===== config.mk =====
export PLATFORM = sky130hd
export DESIGN_NAME = viterbiFrontEnd
export DESIGN_NICKNAME = d
export VERILOG_FILES = /design/src/addrMapPkg.sv /design/src/symbolPkg.sv /design/src/berSyncTracker.sv /design/src/softScaler.sv /design/src/viterbiFrontEnd.sv /design/src/viterbiRegs.sv
export SDC_FILE = /design/constraint.sdc
export NUM_CORES = 1
export LEC_CHECK = 0
export ABC_AREA = 1
export BUFFER_PORTS_ARGS = -buffer_cell sky130_fd_sc_hd__buf_2
export CAP_MARGIN = 10
export CORE_ASPECT_RATIO = 1.75
export CORE_UTILIZATION = 24
export CTS_BUF_LIST = sky130_fd_sc_hd__clkbuf_4
export DETAILED_ROUTE_END_ITERATION = 12
export SLEW_MARGIN = 40
export SYNTH_ARGS = -nofsm -noshare
export SYNTH_HDL_FRONTEND = slang
export SYNTH_SLANG_ARGS = --single-unit

===== constraint.sdc =====
create_clock -name busClk -period 5.77 [get_ports busClk]
set_input_delay 0.2885 -clock busClk [delete_from_list [all_inputs] [get_ports busClk]]
set_output_delay 0.2885 -clock busClk [all_outputs]
set_load 0.02 [all_outputs]

===== src/addrMapPkg.sv =====
package addrMapPkg;

    // bus geometry
    localparam int addrWidth = 13;
    localparam int dataWidth = 32;

    // register field widths
    localparam int modeWidth = 5;
    localparam int lenWidth  = 16;

    localparam logic [addrWidth-1:0] vitControl       = 13'h0000;
    localparam logic [addrWidth-1:0] vitInverseMean   = 13'h0004;
    localparam logic [addrWidth-1:0] vitBerTestLength = 13'h0008;
    localparam logic [addrWidth-1:0] vitStatus        = 13'h000C; // read only

    // inverse mean word layout
    localparam int invMantLsb = 0;
    localparam int invExpLsb  = 16;

    // status word layout
    localparam int statCh1InSync   = 31;
    localparam int statCh0InSync   = 30;
    localparam int statCh1StateLsb = 4;
    localparam int statCh0StateLsb = 0;

    localparam int modeCh0En  = 0;
    localparam int modeCh1En  = 1;
    localparam int modeInvert = 2;
    localparam int modeThrLo  = 3;  // two bits wide up to bit 4

endpackage


===== src/symbolPkg.sv =====
package symbolPkg;

    // soft sample in, soft metric out
    localparam int sampleWidth = 8;
    localparam int metricWidth = 4;
    localparam int metricMax   = 7;     // symmetric clamp so -8 never appears

    // inverse mean scaling
    localparam int mantWidth      = 16;
    localparam int expWidth       = 3;
    localparam int scaleShiftBase = 12;
    localparam int shiftWidth     = 4;  // holds 5..12

    // PN9 reference x^9 + x^5 + 1
    localparam int pnWidth = 9;
    localparam logic [pnWidth-1:0] pnSeed = 9'h1FF;
    localparam int pnTapA  = 9;
    localparam int pnTapB  = 5;

    // sync tracking
    localparam int stateWidth  = 4;
    localparam int stateMax    = 15;
    localparam int thrSelWidth = 2;

    // allowed errors per frame picked by mode bits 4..3
    localparam logic [3:0][3:0] errThresholds = {
        4'd7,
        4'd3,
        4'd1,
        4'd0
    };

endpackage


===== src/berSyncTracker.sv =====
`timescale 1ns/1ps

module berSyncTracker (
    input  logic                                busClk,
    input  logic                                arstN,
    input  logic                                symbolDone,
    input  logic                                symbolBit,
    input  logic [addrMapPkg::lenWidth-1:0]     frameLength,
    input  logic [symbolPkg::thrSelWidth-1:0]   thresholdSel,
    output logic [symbolPkg::stateWidth-1:0]    syncState,
    output logic                                inSync
);

    logic [symbolPkg::pnWidth-1:0]      pnReg;
    logic                               refBit;
    logic                               bitErr;
    logic                               active;
    logic                               frameEnd;
    logic                               frameGood;
    logic [addrMapPkg::lenWidth-1:0]    symCount;
    logic [addrMapPkg::lenWidth-1:0]    errCount;
    logic [addrMapPkg::lenWidth-1:0]    errTotal;
    logic [addrMapPkg::lenWidth-1:0]    errLimit;
    logic [symbolPkg::stateWidth-1:0]   stateNext;

    assign refBit = pnReg[symbolPkg::pnTapA-1] ^ pnReg[symbolPkg::pnTapB-1];
    assign bitErr = symbolBit ^ refBit;

    // zero length freezes the tracker
    assign active   = symbolDone && (frameLength != '0);
    assign frameEnd = (symCount >= frameLength - 1'b1);

    // count includes the symbol arriving now
    assign errTotal  = errCount + addrMapPkg::lenWidth'(bitErr);
    assign errLimit  = addrMapPkg::lenWidth'(symbolPkg::errThresholds[thresholdSel]);
    assign frameGood = (errTotal <= errLimit);

    always_comb begin
        if (frameGood) begin
            if (syncState == symbolPkg::stateWidth'(symbolPkg::stateMax))
                stateNext = syncState;
            else
                stateNext = syncState + 1'b1;
        end else begin
            if (syncState == '0)
                stateNext = syncState;
            else
                stateNext = syncState - 1'b1;
        end
    end

    always_ff @(posedge busClk or negedge arstN) begin
        if (!arstN) begin
            pnReg     <= symbolPkg::pnSeed;
            symCount  <= '0;
            errCount  <= '0;
            syncState <= '0;
            inSync    <= 1'b0;
        end else if (active) begin
            pnReg <= {pnReg[symbolPkg::pnWidth-2:0], refBit};
            if (frameEnd) begin
                symCount  <= '0;
                errCount  <= '0;
                syncState <= stateNext;
                // only the two end states move the flag
                if (stateNext == symbolPkg::stateWidth'(symbolPkg::stateMax))
                    inSync <= 1'b1;
                else if (stateNext == '0)
                    inSync <= 1'b0;
            end else begin
                symCount <= symCount + 1'b1;
                errCount <= errTotal;
            end
        end
    end

endmodule


===== src/softScaler.sv =====
`timescale 1ns/1ps

module softScaler (
    input  logic                                    busClk,
    input  logic                                    arstN,
    input  logic                                    enable,
    input  logic                                    invert,
    input  logic [symbolPkg::mantWidth-1:0]         mantissa,
    input  logic [symbolPkg::expWidth-1:0]          exponent,
    input  logic                                    inReq,
    output logic                                    inAck,
    input  logic signed [symbolPkg::sampleWidth-1:0] sample,
    output logic                                    outReq,
    input  logic                                    outAck,
    output logic signed [symbolPkg::metricWidth-1:0] metric,
    output logic                                    symbolDone,
    output logic                                    symbolBit
);

    typedef enum logic [1:0] {outEmpty, outLoaded, outBusy, outDrain} outStateT;

    outStateT outState;
    logic     inFull;
    logic     capture;
    logic     move;
    logic     outFree;
    logic [symbolPkg::shiftWidth-1:0]                           shiftAmt;
    logic signed [symbolPkg::sampleWidth:0]                     sampleAdj; // room for -(-128)
    logic signed [symbolPkg::sampleWidth+symbolPkg::mantWidth+1:0] product;
    logic signed [symbolPkg::sampleWidth+symbolPkg::mantWidth+1:0] shifted;
    logic signed [symbolPkg::metricWidth-1:0]                   scaled;
    logic signed [symbolPkg::metricWidth-1:0]                   inMetric;

    assign shiftAmt = symbolPkg::shiftWidth'(symbolPkg::scaleShiftBase - int'(exponent));

    always_comb begin
        sampleAdj = (symbolPkg::sampleWidth+1)'(sample);
        if (invert)
            sampleAdj = -sampleAdj;
        product = sampleAdj * $signed({1'b0, mantissa});
        shifted = product >>> shiftAmt;
        if (shifted > symbolPkg::metricMax)
            scaled = symbolPkg::metricWidth'(symbolPkg::metricMax);
        else if (shifted < -symbolPkg::metricMax)
            scaled = symbolPkg::metricWidth'(-symbolPkg::metricMax);
        else
            scaled = shifted[symbolPkg::metricWidth-1:0];
    end

    assign capture = inReq && !inAck && enable && !inFull;
    assign outFree = (outState == outEmpty) || (outState == outDrain && !outAck);
    assign move    = inFull && outFree;
    assign outReq  = (outState == outBusy);

    always_ff @(posedge busClk or negedge arstN) begin
        if (!arstN) begin
            inAck      <= 1'b0;
            inFull     <= 1'b0;
            outState   <= outEmpty;
            symbolDone <= 1'b0;
            symbolBit  <= 1'b0;
        end else begin
            symbolDone <= 1'b0;
            if (capture) begin
                inAck  <= 1'b1;
                inFull <= 1'b1;
            end else begin
                if (inAck && !inReq)
                    inAck <= 1'b0;  // source has released req
                if (move)
                    inFull <= 1'b0;
            end
            case (outState)
                outEmpty:  if (move) outState <= outLoaded;
                outLoaded: outState <= outBusy;
                outBusy: begin
                    if (outAck) begin
                        outState   <= outDrain;
                        symbolDone <= 1'b1;
                        symbolBit  <= metric[symbolPkg::metricWidth-1];
                    end
                end
                outDrain:  if (!outAck) outState <= move ? outLoaded : outEmpty;
                default:   outState <= outEmpty;
            endcase
        end
    end

    always_ff @(posedge busClk) begin
        if (capture)
            inMetric <= scaled;
        if (move)
            metric <= inMetric;
    end

endmodule


===== src/viterbiFrontEnd.sv =====
`timescale 1ns/1ps

module viterbiFrontEnd (
    input  logic                                        busClk,
    input  logic                                        arstN,
    input  logic                                        cs,
    input  logic                                        wr0,
    input  logic                                        wr1,
    input  logic                                        wr2,
    input  logic                                        wr3,
    input  logic [addrMapPkg::addrWidth-1:0]            addr,
    input  logic [addrMapPkg::dataWidth-1:0]            dataIn,
    output logic [addrMapPkg::dataWidth-1:0]            dataOut,
    input  logic                                        ch0InReq,
    output logic                                        ch0InAck,
    input  logic signed [symbolPkg::sampleWidth-1:0]    ch0Sample,
    output logic                                        ch0OutReq,
    input  logic                                        ch0OutAck,
    output logic signed [symbolPkg::metricWidth-1:0]    ch0Metric,
    input  logic                                        ch1InReq,
    output logic                                        ch1InAck,
    input  logic signed [symbolPkg::sampleWidth-1:0]    ch1Sample,
    output logic                                        ch1OutReq,
    input  logic                                        ch1OutAck,
    output logic signed [symbolPkg::metricWidth-1:0]    ch1Metric,
    output logic                                        ch0InSync,
    output logic                                        ch1InSync,
    output logic [symbolPkg::stateWidth-1:0]            ch0SyncState,
    output logic [symbolPkg::stateWidth-1:0]            ch1SyncState
);

    logic [addrMapPkg::modeWidth-1:0]   viterbiMode;
    logic [symbolPkg::mantWidth-1:0]    inverseMeanMantissa;
    logic [symbolPkg::expWidth-1:0]     inverseMeanExponent;
    logic [addrMapPkg::lenWidth-1:0]    berTestLength;
    logic [symbolPkg::thrSelWidth-1:0]  thresholdSel;
    logic                               ch0SymbolDone;
    logic                               ch0SymbolBit;
    logic                               ch1SymbolDone;
    logic                               ch1SymbolBit;

    assign thresholdSel = viterbiMode[addrMapPkg::modeThrLo +: symbolPkg::thrSelWidth];

    viterbiRegs regs (
        .busClk, .arstN, .cs, .wr0, .wr1, .wr2, .wr3, .addr, .dataIn, .dataOut,
        .ch0InSync, .ch1InSync, .ch0SyncState, .ch1SyncState,
        .viterbiMode, .inverseMeanMantissa, .inverseMeanExponent, .berTestLength
    );

    softScaler scaler0 (
        .busClk, .arstN,
        .enable(viterbiMode[addrMapPkg::modeCh0En]),
        .invert(viterbiMode[addrMapPkg::modeInvert]),
        .mantissa(inverseMeanMantissa), .exponent(inverseMeanExponent),
        .inReq(ch0InReq), .inAck(ch0InAck), .sample(ch0Sample),
        .outReq(ch0OutReq), .outAck(ch0OutAck), .metric(ch0Metric),
        .symbolDone(ch0SymbolDone), .symbolBit(ch0SymbolBit)
    );

    softScaler scaler1 (
        .busClk, .arstN,
        .enable(viterbiMode[addrMapPkg::modeCh1En]),
        .invert(viterbiMode[addrMapPkg::modeInvert]),
        .mantissa(inverseMeanMantissa), .exponent(inverseMeanExponent),
        .inReq(ch1InReq), .inAck(ch1InAck), .sample(ch1Sample),
        .outReq(ch1OutReq), .outAck(ch1OutAck), .metric(ch1Metric),
        .symbolDone(ch1SymbolDone), .symbolBit(ch1SymbolBit)
    );

    berSyncTracker tracker0 (
        .busClk, .arstN, .symbolDone(ch0SymbolDone), .symbolBit(ch0SymbolBit),
        .frameLength(berTestLength), .thresholdSel,
        .syncState(ch0SyncState), .inSync(ch0InSync)
    );

    berSyncTracker tracker1 (
        .busClk, .arstN, .symbolDone(ch1SymbolDone), .symbolBit(ch1SymbolBit),
        .frameLength(berTestLength), .thresholdSel,
        .syncState(ch1SyncState), .inSync(ch1InSync)
    );

endmodule


===== src/viterbiRegs.sv =====
`timescale 1ns/1ps

module viterbiRegs (
    input  logic                                busClk,
    input  logic                                arstN,
    input  logic                                cs,
    input  logic                                wr0,
    input  logic                                wr1,
    input  logic                                wr2,
    input  logic                                wr3,
    input  logic [addrMapPkg::addrWidth-1:0]    addr,
    input  logic [addrMapPkg::dataWidth-1:0]    dataIn,
    output logic [addrMapPkg::dataWidth-1:0]    dataOut,
    input  logic                                ch0InSync,
    input  logic                                ch1InSync,
    input  logic [symbolPkg::stateWidth-1:0]    ch0SyncState,
    input  logic [symbolPkg::stateWidth-1:0]    ch1SyncState,
    output logic [addrMapPkg::modeWidth-1:0]    viterbiMode,
    output logic [symbolPkg::mantWidth-1:0]     inverseMeanMantissa,
    output logic [symbolPkg::expWidth-1:0]      inverseMeanExponent,
    output logic [addrMapPkg::lenWidth-1:0]     berTestLength
);

    // lane 3 has no writable field
    always_ff @(posedge busClk or negedge arstN) begin
        if (!arstN) begin
            viterbiMode         <= '0;
            inverseMeanMantissa <= '0;
            inverseMeanExponent <= '0;
            berTestLength       <= '0;
        end else begin
            if (cs && wr0) begin
                case (addr)
                    addrMapPkg::vitControl:
                        viterbiMode <= dataIn[addrMapPkg::modeWidth-1:0];
                    addrMapPkg::vitInverseMean:
                        inverseMeanMantissa[7:0] <= dataIn[7:0];
                    addrMapPkg::vitBerTestLength:
                        berTestLength[7:0] <= dataIn[7:0];
                    default: ;
                endcase
            end
            if (cs && wr1) begin
                case (addr)
                    addrMapPkg::vitInverseMean:
                        inverseMeanMantissa[15:8] <= dataIn[15:8];
                    addrMapPkg::vitBerTestLength:
                        berTestLength[15:8] <= dataIn[15:8];
                    default: ;
                endcase
            end
            if (cs && wr2 && (addr == addrMapPkg::vitInverseMean)) begin
                inverseMeanExponent <=
                    dataIn[addrMapPkg::invExpLsb +: symbolPkg::expWidth];
            end
        end
    end

    // readback is zero outside the selected register
    always_comb begin
        dataOut = '0;
        if (cs) begin
            case (addr)
                addrMapPkg::vitControl: begin
                    dataOut[addrMapPkg::modeWidth-1:0] = viterbiMode;
                end
                addrMapPkg::vitInverseMean: begin
                    dataOut[addrMapPkg::invMantLsb +: symbolPkg::mantWidth] =
                        inverseMeanMantissa;
                    dataOut[addrMapPkg::invExpLsb +: symbolPkg::expWidth] =
                        inverseMeanExponent;
                end
                addrMapPkg::vitBerTestLength: begin
                    dataOut[addrMapPkg::lenWidth-1:0] = berTestLength;
                end
                addrMapPkg::vitStatus: begin
                    dataOut[addrMapPkg::statCh1InSync] = ch1InSync;
                    dataOut[addrMapPkg::statCh0InSync] = ch0InSync;
                    dataOut[addrMapPkg::statCh1StateLsb +: symbolPkg::stateWidth] =
                        ch1SyncState;
                    dataOut[addrMapPkg::statCh0StateLsb +: symbolPkg::stateWidth] =
                        ch0SyncState;
                end
                default: ;
            endcase
        end
    end

endmodule

==> results of run 1 <==
path summary, 6_finish.rpt:
check	to	cells past startpoint
setup / recovery	scaler0.inMetric[0]$_SDFFCE_PP1P_	36
hold / removal	regs.viterbiMode[4]$_DFFE_PN0P_	3
setup reg to reg	scaler0.inMetric[0]$_SDFFCE_PP1P_	36
hold reg to reg	scaler0.metric[3]$_DFFE_PP_	0
max in group asynchronous	tracker1.pnReg[3]$_DFFE_PN1P_	3
min in group asynchronous	tracker1.syncState[1]$_DFFE_PN0P_	2
registers in the layout (all words and copies together) (netlist names), 5 cells and up:
name / cells
tracker1.symCount: 16
regs.inverseMeanMantissa: 16
regs.berTestLength: 16
tracker1.errCount: 16
tracker0.errCount: 16
tracker1.pnReg: 9
tracker0.symCount: 16
regs.viterbiMode: 5
tracker0.pnReg: 9
cells in the final DEF, fill, tap and decap left out, types with 13 or more instances in the layout:
cell type / instances
dlygate4sd3_1: 25
buf_2: 99
nor2_1: 208
nor3_1: 30
buf_12: 17
a21oi_2: 18
fa_1: 190
nor2_2: 33
o21ai_2: 13
nand2_2: 86
ha_4: 41
dfrtp_1: 124
nand3_2: 88
buf_4: 290
edfxtp_1: 16
xor2_1: 60
o211ai_1: 13
o21ai_0: 121
nand4_1: 28
clkbuf_4: 17
dfstp_2: 18
xnor2_1: 13
a21oi_1: 44
inv_1: 506
nand3_1: 231
nand2_1: 831
o22ai_1: 20
ha_1: 155
inv_2: 33
nand3b_1: 17
logic make-up after synthesis:
family          Yosys count
simple gates           1618
buf+inv                 658
fa+ha+maj               396
compound gates          288
flops                   160
xor+xnor                 77
mux                       7
other cells               1
area by class of cell:
cell class | instances | area [um^2]
Clock inverter | 15 | 160
Sequential cell | 160 | 4110
Tap cell | 1192 | 1490
Inverter | 547 | 2060
Fill cell | 9906 | 63100
Clock buffer | 17 | 128
Timing Repair Buffer | 444 | 3440
Multi-Input combinational cell | 2398 | 17500
Antenna cell | 4 | 10.0
worst register-to-register path, delay by kind of cell (launching register included):
kind / cells / cell delay (ns)
buffers and inverters: 10 / 1.13
adder cells (fa/ha/maj): 6 / 2.61
AO/OA/AOI/OAI: 1 / 0.19
flip-flops: 1 / 0.51
AND/OR/NAND/NOR: 19 / 1.73
per-layer routing:
layer / wire length, um / global-route usage / part of all wire / up-vias
li1: - / - / - / 10800
met1: 27900 / 0.167 / 0.34 / 10700
met2: 43700 / 0.335 / 0.54 / 610
met3: 2660 / 0.0176 / 0.033 / 267
met4: 7120 / 0.130 / 0.087 / 4
met5: 15 / 0 / 0.00018 / -
power breakdown:
group          internal (mW)  switching (mW)  total [mW]
combinational          0.337           0.504       0.841
clock                  0.265           0.496       0.761
sequential              1.18          0.0293        1.21
total                   1.78            1.03        2.81
what timing repair did:
item                                   CTS  global route
setup endpoints to repair                6             6
cloned                                   2             3
gates resized for setup                121           193
hold buffers                            25             0
pin swaps                               66            87
endpoints found under the hold margin  119             0
buffers inserted                        15            11
stage by stage:
step	total power [mW]	hold slack, ns	cells	area (um^2)
6_report	2.81	0.0553	4777	28900
5_1_grt	2.98	0.0455	4776	28900
4_1_cts	2.81	0.0118	4759	27900
3_5_place_dp	2.00	0.352	4685	26700
3_3_place_gp	1.99	0.427	4685	26700
2_1_floorplan	1.69	-0.00709	3215	22900
==> impl_summary.txt, run 1 <==
----------------------------------------------------
[Worst setup path]
  Crit path buffers/inverters ... 10
  Setup CP Type ... flop to flop
  Largest fanout on the critical path ... 12
  R2R Path Start ... regs.viterbiMode[2]$_DFFE_PN0P_
  Gate family responsible for the most delay along the worst path ... adder cells
  Required time of the critical path ... 6.20 ns
  Element type at the critical path end ... flop
  CP most frequent cell ... nand2_1
  Endpoint arrival time on the critical path ... 6.81 ns
  Crit path launch type ... flop
  Largest stage delay on the critical path ... 0.54 ns
  Worst setup path start ... regs.viterbiMode[2]$_DFFE_PN0P_
  Setup slack of the worst register-to-register path ... -0.61 ns
  Slowest cell on crit path ... fa_1

[Pwr]
  Maximum ir drop on the vdd rail ... 0.0000994 V
  Leakage ... 14.2 nW
  Total power divided by cell area ... 97.3 mW/mm^2

[Synth]
  Synthesized-area fraction occupied by ao, oa, aoi and oai cells ... 0.0726
  Count leader, synth ... nand2_1
  Number of enable flip-flop cells after synthesis ... 16
  Most used standard cells in the synthesized netlist ... nand2_1 (916), inv_1 (528), nand3_1 (315)
  Dominant cells by area after synthesis ... fa_1 (18%), nand2_1 (15%), dfrtp_1 (14%)
  Mux share of post-synthesis cell area ... 0.00330
  Avg Synthesized Cell Area ... 6.98 um^2
  Synth Area in Simple Gates ... 0.310
  Yosys reg bits ... 160
  Sequential element share of the synthesized area ... 0.184
  Area share of the largest cell type after synthesis ... 0.177
  Post-synthesis cell type with the largest combined area ... fa_1
  Post-synth cell types ... 56
  Cell area after synthesis ... 0.0224 mm^2
  Xor-xnor portion of the synthesized cell area ... 0.0301
  Post-synthesis cell count ... 3205
  Share of synthesized registers carrying an async set or reset ... 0.900
  Primary flip-flop cell chosen by synthesis mapping ... dfrtp_1
  Combinational family with the most area after synthesis ... simple AND/OR/NAND/NOR gates
  Share of synthesized cell area in full adder, half adder and majority cells ... 0.288
  Total of warnings raised by yosys ... 0

[Timing]
  Final hold viol count ... 0
  Setup violators final ... 6
  Total negative slack for setup checks ... -3.27 ns
  RSZ-0062 raised after global routing ... yes
  Total count of max-transition violations in the final report ... 0
  Share of the clock period used by the worst path after layout ... 1.11
  Final setup margin ... -0.614 ns
  Period minus WS final ... 6.38 ns
  Slew Limit Headroom ... 0.438
  Peak clock frequency supported by timing ... 0.157 GHz
  Slew @ Worst Pin ... 0.842 ns
  Largest clock skew in the final design ... 0.0434 ns

[Die]
  Chip Width ... 233 um
  Row Count ... 147
  Die footprint ... 0.0945 mm^2
  Die boundary height ... 406 um
  I/O pin count ... 126
  Placeable Area ... 0.0920 mm^2
  Initial cell density of the core ... 0.243

[Job]
  Number of violations of the max-capacitance limit ... 0

[Cells and area]
  Utilization after layout ... 0.314
  Area grow syn2layout ... 29.0%
  Post-layout net count ... 4036
  Share of layout cells above drive strength 1 ... 0.239

[Global route]
  First-pass GRT wire length ... 126 mm
  GRT Util Overall ... 0.174
  Via count of the first global-routing pass ... 22.9k
  Aggregate global routing overflow ... 0
  Number of antenna violations at the first check in global routing ... 7
  Pin count of the biggest net entering global routing ... 88

[Detailed routing]
  DR WL/cell ... 17.0 um
  Detailed-router iteration count before antenna repair ... 8
  Number of nets with antenna violations after detailed routing ... 0
  Total via count in the routed design ... 22.4k
  Routed wire length ... 81.4 mm
  Final routed DRC violation total ... 0
  Iter 0 DRT Violations ... 1209
  Routed vias/inst ... 4.69

[Clocking]
  Number of H-tree branching levels ... 4
  Clock-pin transition on the worst setup and hold timing paths ... 0.17 ns
  Clock insertion delay at the later pin of the skew report ... 0.65 ns
  Clock Sink Count ... 160
  Root Driver ... clkbuf_4
  TritonCTS clock tree ... built
  CTS Buf Count ... 17
  Largest buffer count on any clock path ... 2

[Placed design]
  Final RePlAce weighted congestion ... 0.993
  Setup slack at placement ... -1.36 ns
  HPWL after DPL ... 68.0 mm
  Number of buffers inserted by port buffering ... 100

[Outcome]
  Failing checks ... setup timing
  Result of the run ... complete, but fails checks

[Worst hold path]
  Launch point of the worst hold path ... dataIn[4]
  Worst hold path class ... input pin to flop

----------------------------------------------------
Note: power is estimated with default switching activity, not from simulation.
==> run 2: changes to the inputs <==
Settings changed: PLACE_DENSITY set to 0.49.
==> run 2 against run 1 <==
  * The run still ends with setup timing left
  * Die area unchanged
  * Sequential power is essentially flat
  * Via count down 1.2%
  * Clock skew fell by 0.0039 ns
  * Register-to-register slack better by 0.08 ns
  * Clock power rose by 3.5%
  * First-iteration DRC count fell by 11%
  * Final area is 1.6% higher
  * Wire length increased by 3.5%
  * Critical endpoint unchanged
==> impl_summary.txt, run 2 (same netlist as run 1, synthesis figures left out) <==
----------------------------------------------------
[Cells and area]
  Most common library cell in the layout ignoring fill and taps ... nand2_1
  Utilization after layout ... 0.319
  Post-layout net count ... 4029
  Number of non-filler instances in the completed layout ... 4770
  Register area ... 0.00411 mm^2
  Area of all placed cells without fillers ... 0.0293 mm^2
  Share of layout cells above drive strength 1 ... 0.264
  Filler instances ... 10.0k
  Area occupied by multi-input gates ... 0.0180 mm^2
  Area grow syn2layout ... 31.0%
  Commonest cells after routing, fill and taps aside ... nand2_1 (784), inv_1 (500), buf_4 (287), nor2_1 (212), nand3_1 (195)

[Global route]
  Via count of the first global-routing pass ... 22.4k
  Pin count of the biggest net entering global routing ... 68
  Aggregate global routing overflow ... 0
  First-pass GRT wire length ... 127 mm
  Number of antenna violations at the first check in global routing ... 5
  GRT Util Overall ... 0.178

[Worst setup path]
  Slowest cell on crit path ... fa_1
  Required time of the critical path ... 6.24 ns
  Crit path launch type ... flop
  Setup slack of the worst register-to-register path ... -0.54 ns
  Gate family responsible for the most delay along the worst path ... adder cells
  R2R Path Start ... regs.viterbiMode[2]$_DFFE_PN0P_
  Destination of the worst register-to-register timing path ... scaler0.inMetric[0]$_SDFFCE_PP1P_
  Setup CP Type ... flop to flop
  Largest stage delay on the critical path ... 0.51 ns
  Crit path buffers/inverters ... 7
  Depth of the worst register-to-register path ... 36
  CP most frequent cell ... nand2_1
  Endpoint arrival time on the critical path ... 6.77 ns
  Element type at the critical path end ... flop
  Largest fanout on the critical path ... 7

[Detailed routing]
  Number of nets with antenna violations after detailed routing ... 0
  Iter 0 DRT Violations ... 1073
  Routed vias/inst ... 4.64
  Detailed-router iteration count before antenna repair ... 5
  DR WL/cell ... 17.7 um
  Routed wire length ... 84.3 mm
  Final routed DRC violation total ... 0
  Total via count in the routed design ... 22.1k

[Placed design]
  Setup slack at placement ... -1.36 ns
  Number of buffers inserted by port buffering ... 100
  Total instance count after detailed placement ... 4674
  HPWL after DPL ... 70.9 mm
  Final RePlAce weighted congestion ... 0.932
  Area post-placement ... 0.0266 mm^2

[Worst hold path]
  Launch point of the worst hold path ... dataIn[0]
  Hold-critical path endpoint ... regs.inverseMeanMantissa[0]$_DFFE_PN0P_
  Worst hold path class ... input pin to flop
  Worst Hold Path Cells ... 3

[Timing]
  Peak clock frequency supported by timing ... 0.159 GHz
  RSZ-0062 raised after global routing ... yes
  Largest clock skew in the final design ... 0.0396 ns
  Final setup margin ... -0.536 ns
  Worst Hold Margin ... 0.0918 ns
  Total negative slack for setup checks ... -2.85 ns
  Final hold viol count ... 0
  Slew Limit Headroom ... 0.441
  Total count of max-transition violations in the final report ... 0
  Slew @ Worst Pin ... 0.833 ns
  Share of the clock period used by the worst path after layout ... 1.09
  Setup violators final ... 6
  Period minus WS final ... 6.31 ns

[Pwr]
  Leakage ... 14.4 nW
  Maximum ir drop on the vdd rail ... 0.000104 V
  PnR Total Power ... 2.85 mW
  Total power divided by cell area ... 97.3 mW/mm^2

[Clocking]
  Largest buffer count on any clock path ... 2
  CTS Buf Count ... 17
  Clock Sink Count ... 160
  Number of H-tree branching levels ... 4
  Clock-pin transition on the worst setup and hold timing paths ... 0.20 ns
  TritonCTS clock tree ... built
  Root Driver ... clkbuf_4
  Clock insertion delay at the later pin of the skew report ... 0.68 ns

[Job]
  Number of violations of the max-capacitance limit ... 0

[Die]
  I/O pin count ... 126
  Row Count ... 147
  Chip Width ... 233 um
  Die boundary height ... 406 um
  Placeable Area ... 0.0920 mm^2
  Die footprint ... 0.0945 mm^2
  Initial cell density of the core ... 0.243

[Outcome]
  Failing checks ... setup timing
  Result of the run ... complete, but fails checks

----------------------------------------------------
run 2: changes by cell type in the layout (fill, tap and decap cells not counted), moves of 7 or more:
cell	previous run	this run
nand2_1	831	784
nand2_2	86	119
nand2_4	9	24
nand3_1	231	195
nand3_2	88	117
nand3_4	3	10
nor2_2	33	26
run 2: per-layer routing:
layer  up-vias  share of wire  track usage
met5         -        0.00013            0
met4         2          0.065        0.103
met3       176          0.023       0.0121
met2       429           0.56        0.361
met1     10700           0.35        0.173
li1      10800              -            -
run 2: cell type report:
cell class | count | share of cell area
Antenna cell | 4 | 0.000341
Clock buffer | 18 | 0.00461
Clock inverter | 14 | 0.00555
Inverter | 547 | 0.0704
Multi-Input combinational cell | 2398 | 0.613
Sequential cell | 160 | 0.140
Tap cell | 1192 | 0.0509
Timing Repair Buffer | 437 | 0.115
run 2: worst max-delay path by stage:
stage / cells after the start / endpoint / startpoint / slack (ns)
finish: 36 / scaler0.inMetric[0]$_SDFFCE_PP1P_ / regs.viterbiMode[2]$_DFFE_PN0P_ / -0.54
global route: 34 / scaler0.inMetric[0]$_SDFFCE_PP1P_ / regs.viterbiMode[2]$_DFFE_PN0P_ / -0.80
CTS: 37 / scaler1.inMetric[0]$_SDFFCE_PP1P_ / regs.viterbiMode[2]$_DFFE_PN0P_ / -0.45
detailed placement: 38 / scaler1.inMetric[0]$_SDFFCE_PP1P_ / ch1Sample[1] / -1.36
global placement: 38 / scaler1.inMetric[0]$_SDFFCE_PP1P_ / ch1Sample[1] / -1.41
floorplan: 39 / scaler0.inMetric[0]$_SDFFCE_PP1P_ / ch0Sample[0] / -0.25
run 2: worst register-to-register path, delay by kind of cell, from the launching register on:
kind                       cells  cell delay [ns]
DFF                            1             0.49
buffers and inverters          7             0.78
and+or+nand+nor               22             2.11
adders and majority gates      6             2.57
AOI/OAI and AO/OA              1             0.17
run 2: repair_timing:
| action | in CTS | in global routing |
|---|---|---|
| hold buffers | 22 | 0 |
| endpoints found under the setup margin | 7 | 6 |
| pin swaps | 126 | 150 |
| setup buffers | 22 | 13 |
| gates cloned | 2 | 2 |
| hold endpoints to repair | 112 | 0 |
| resized for setup | 213 | 216 |
run 2: power breakdown:
group | total (mW) | internal (mW) | switching [mW]
Combinational | 0.858 | 0.344 | 0.514
Clock | 0.788 | 0.244 | 0.544
Sequential | 1.21 | 1.18 | 0.0291
Total | 2.85 | 1.76 | 1.09
==> run 3: changes to the inputs <==
Settings changed: CORE_UTILIZATION 24 to 45, PLACE_DENSITY 0.49 to 0.73.
==> run 3 against run 2 <==
  * The run still ends with setup timing left
  * Sequential share of layout area rose by 1.1 points
  * Global-route usage rose by 11 points
  * Clock power rose by 1%
  * Cell count fell by 12%
  * Combinational power fell by 9.3%
  * Wire length fell by 16%
  * Hold slack improved by 0.062 ns
  * Total power fell by 2.4%
  * Setup slack got worse by 0.014 ns
==> impl_summary.txt, run 3 (same netlist as run 1, synthesis figures left out) <==
----------------------------------------------------
[Pwr]
  Leakage ... 13.9 nW
  Total power divided by cell area ... 102 mW/mm^2
  PnR Total Power ... 2.78 mW
  Maximum ir drop on the vdd rail ... 0.000109 V

[Worst setup path]
  Largest fanout on the critical path ... 12
  CP most frequent cell ... nand2_1
  Element type at the critical path end ... flop
  Setup CP Type ... flop to flop
  Slowest cell on crit path ... fa_1
  Crit path launch type ... flop
  Endpoint arrival time on the critical path ... 6.74 ns
  Required time of the critical path ... 6.19 ns
  Largest stage delay on the critical path ... 0.57 ns
  Setup slack of the worst register-to-register path ... -0.55 ns

[Die]
  I/O pin count ... 126
  Row Count ... 107
  Chip Width ... 171 um
  Placeable Area ... 0.0489 mm^2
  Die footprint ... 0.0507 mm^2
  Initial cell density of the core ... 0.458
  Die boundary height ... 297 um

[Timing]
  Slew Limit Headroom ... 0.496
  Period minus WS final ... 6.32 ns
  Share of the clock period used by the worst path after layout ... 1.10
  Final setup margin ... -0.550 ns
  Final hold viol count ... 0
  Largest clock skew in the final design ... 0.0473 ns
  Total count of max-transition violations in the final report ... 0
  RSZ-0062 raised after global routing ... yes
  Setup violators final ... 6
  Total negative slack for setup checks ... -2.87 ns
  Peak clock frequency supported by timing ... 0.158 GHz
  Slew @ Worst Pin ... 0.756 ns

[Clocking]
  TritonCTS clock tree ... built
  Largest buffer count on any clock path ... 2
  Root Driver ... clkbuf_4
  Number of H-tree branching levels ... 4
  CTS Buf Count ... 17
  Clock insertion delay at the later pin of the skew report ... 0.64 ns
  Clock Sink Count ... 160
  Clock-pin transition on the worst setup and hold timing paths ... 0.17 ns

[Cells and area]
  Post-layout net count ... 3991
  Area grow syn2layout ... 21.6%
  Number of non-filler instances in the completed layout ... 4193
  Share of layout cells above drive strength 1 ... 0.197
  Commonest cells after routing, fill and taps aside ... nand2_1 (863), inv_1 (502), nand3_1 (267), buf_4 (248), nor2_1 (226)
  Most common library cell in the layout ignoring fill and taps ... nand2_1

[Placed design]
  Number of buffers inserted by port buffering ... 100
  HPWL after DPL ... 57.4 mm
  Setup slack at placement ... -1.08 ns
  Final RePlAce weighted congestion ... 0.955
  Total instance count after detailed placement ... 4109

[Global route]
  Aggregate global routing overflow ... 0
  Pin count of the biggest net entering global routing ... 93
  First-pass GRT wire length ... 114 mm
  GRT Util Overall ... 0.289
  Via count of the first global-routing pass ... 22.8k
  Number of antenna violations at the first check in global routing ... 4

[Detailed routing]
  Total via count in the routed design ... 22.1k
  Routed wire length ... 70.4 mm
  Number of nets with antenna violations after detailed routing ... 0
  Detailed-router iteration count before antenna repair ... 6
  Routed vias/inst ... 5.28
  DR WL/cell ... 16.8 um
  Iter 0 DRT Violations ... 1273
  Final routed DRC violation total ... 0

[Outcome]
  Result of the run ... complete, but fails checks
  Failing checks ... setup timing

[Job]
  Number of violations of the max-capacitance limit ... 0

[Worst hold path]
  Worst hold path class ... input pin to flop

----------------------------------------------------
run 3: changes by cell type in the layout (fill, tap and decap cells not counted), moves of 11 or more:
cell	change
nand3_2	-63
nand2_2	-57
nand3_1	+72
ha_4	-11
nor2_1	+14
nand2_1	+79
nand2_4	-22
ha_1	+15
buf_4	-39
run 3: area by class of cell:
type	count	area, um^2
diodes	3	7.51
clock buffers	23	173
clock inverters	9	136
fillers	4591	21700
inverters	547	2060
multi-input cells	2398	16800
flip-flops and latches	160	4110
well taps	654	818
repair buffers	399	3090
run 3: path summary, 6_finish.rpt:
path                                            startpoint                                  endpoint  cells after the start
max                        regs.viterbiMode[2]$_DFFE_PN0P_         scaler0.inMetric[2]$_SDFFCE_PN1P_                     32
min                                                    wr0           regs.viterbiMode[1]$_DFFE_PN0P_                      3
max reg2reg                regs.viterbiMode[2]$_DFFE_PN0P_         scaler0.inMetric[2]$_SDFFCE_PN1P_                     32
min reg2reg                  tracker1.pnReg[5]$_DFFE_PN1P_             tracker1.pnReg[6]$_DFFE_PN1P_                      2
max in group asynchronous                            arstN           scaler0.outState[0]$_DFFE_PN0P_                      3
min in group asynchronous                            arstN  regs.inverseMeanMantissa[10]$_DFFE_PN0P_                      2
run 3: per-layer routing:
layer	GRT usage	part of all wire	up-vias
met5	0	0.00044	-
met4	0.202	0.078	4
met3	0.0381	0.042	257
met2	0.538	0.53	660
met1	0.290	0.35	10500
li1	-	-	10700
run 3: worst max-delay path: cells and delay by family, from the launching register on:
family                     cells  cell delay (ns)
adders and majority gates      6             2.74
AOI/OAI and AO/OA              2             0.32
buffers and inverters          8             0.95
DFF                            1             0.45
and+or+nand+nor               16             1.62
run 3: report_power, final:
| group | internal, mW | switching [mW] | leakage (nW) |
|---|---|---|---|
| Sequential | 1.18 | 0.0291 | 2.08 |
| Combinational | 0.312 | 0.466 | 11.6 |
| Clock | 0.333 | 0.466 | 0.173 |
| Total | 1.82 | 0.961 | 13.9 |
run 3: metrics by stage:
step | area, um^2 | hold WS, ns | util
2_1_floorplan | 22900 | -0.00709 | -
3_3_place_gp | 25800 | 0.404 | 0.528
3_5_place_dp | 25800 | 0.369 | 0.528
4_1_cts | 26900 | 0.0740 | 0.551
5_1_grt | 27200 | 0.160 | 0.557
6_report | 27200 | 0.154 | 0.557
run 3: what timing repair did:
| item | in CTS | in global routing |
|---|---|---|
| resized for setup | 98 | 65 |
| hold buffers | 27 | 0 |
| setup endpoints to repair | 6 | 7 |
| endpoints found under the hold margin | 137 | 0 |
| buffers inserted | 18 | 4 |
| pin swaps | 37 | 34 |
| gates cloned | 0 | 1 |
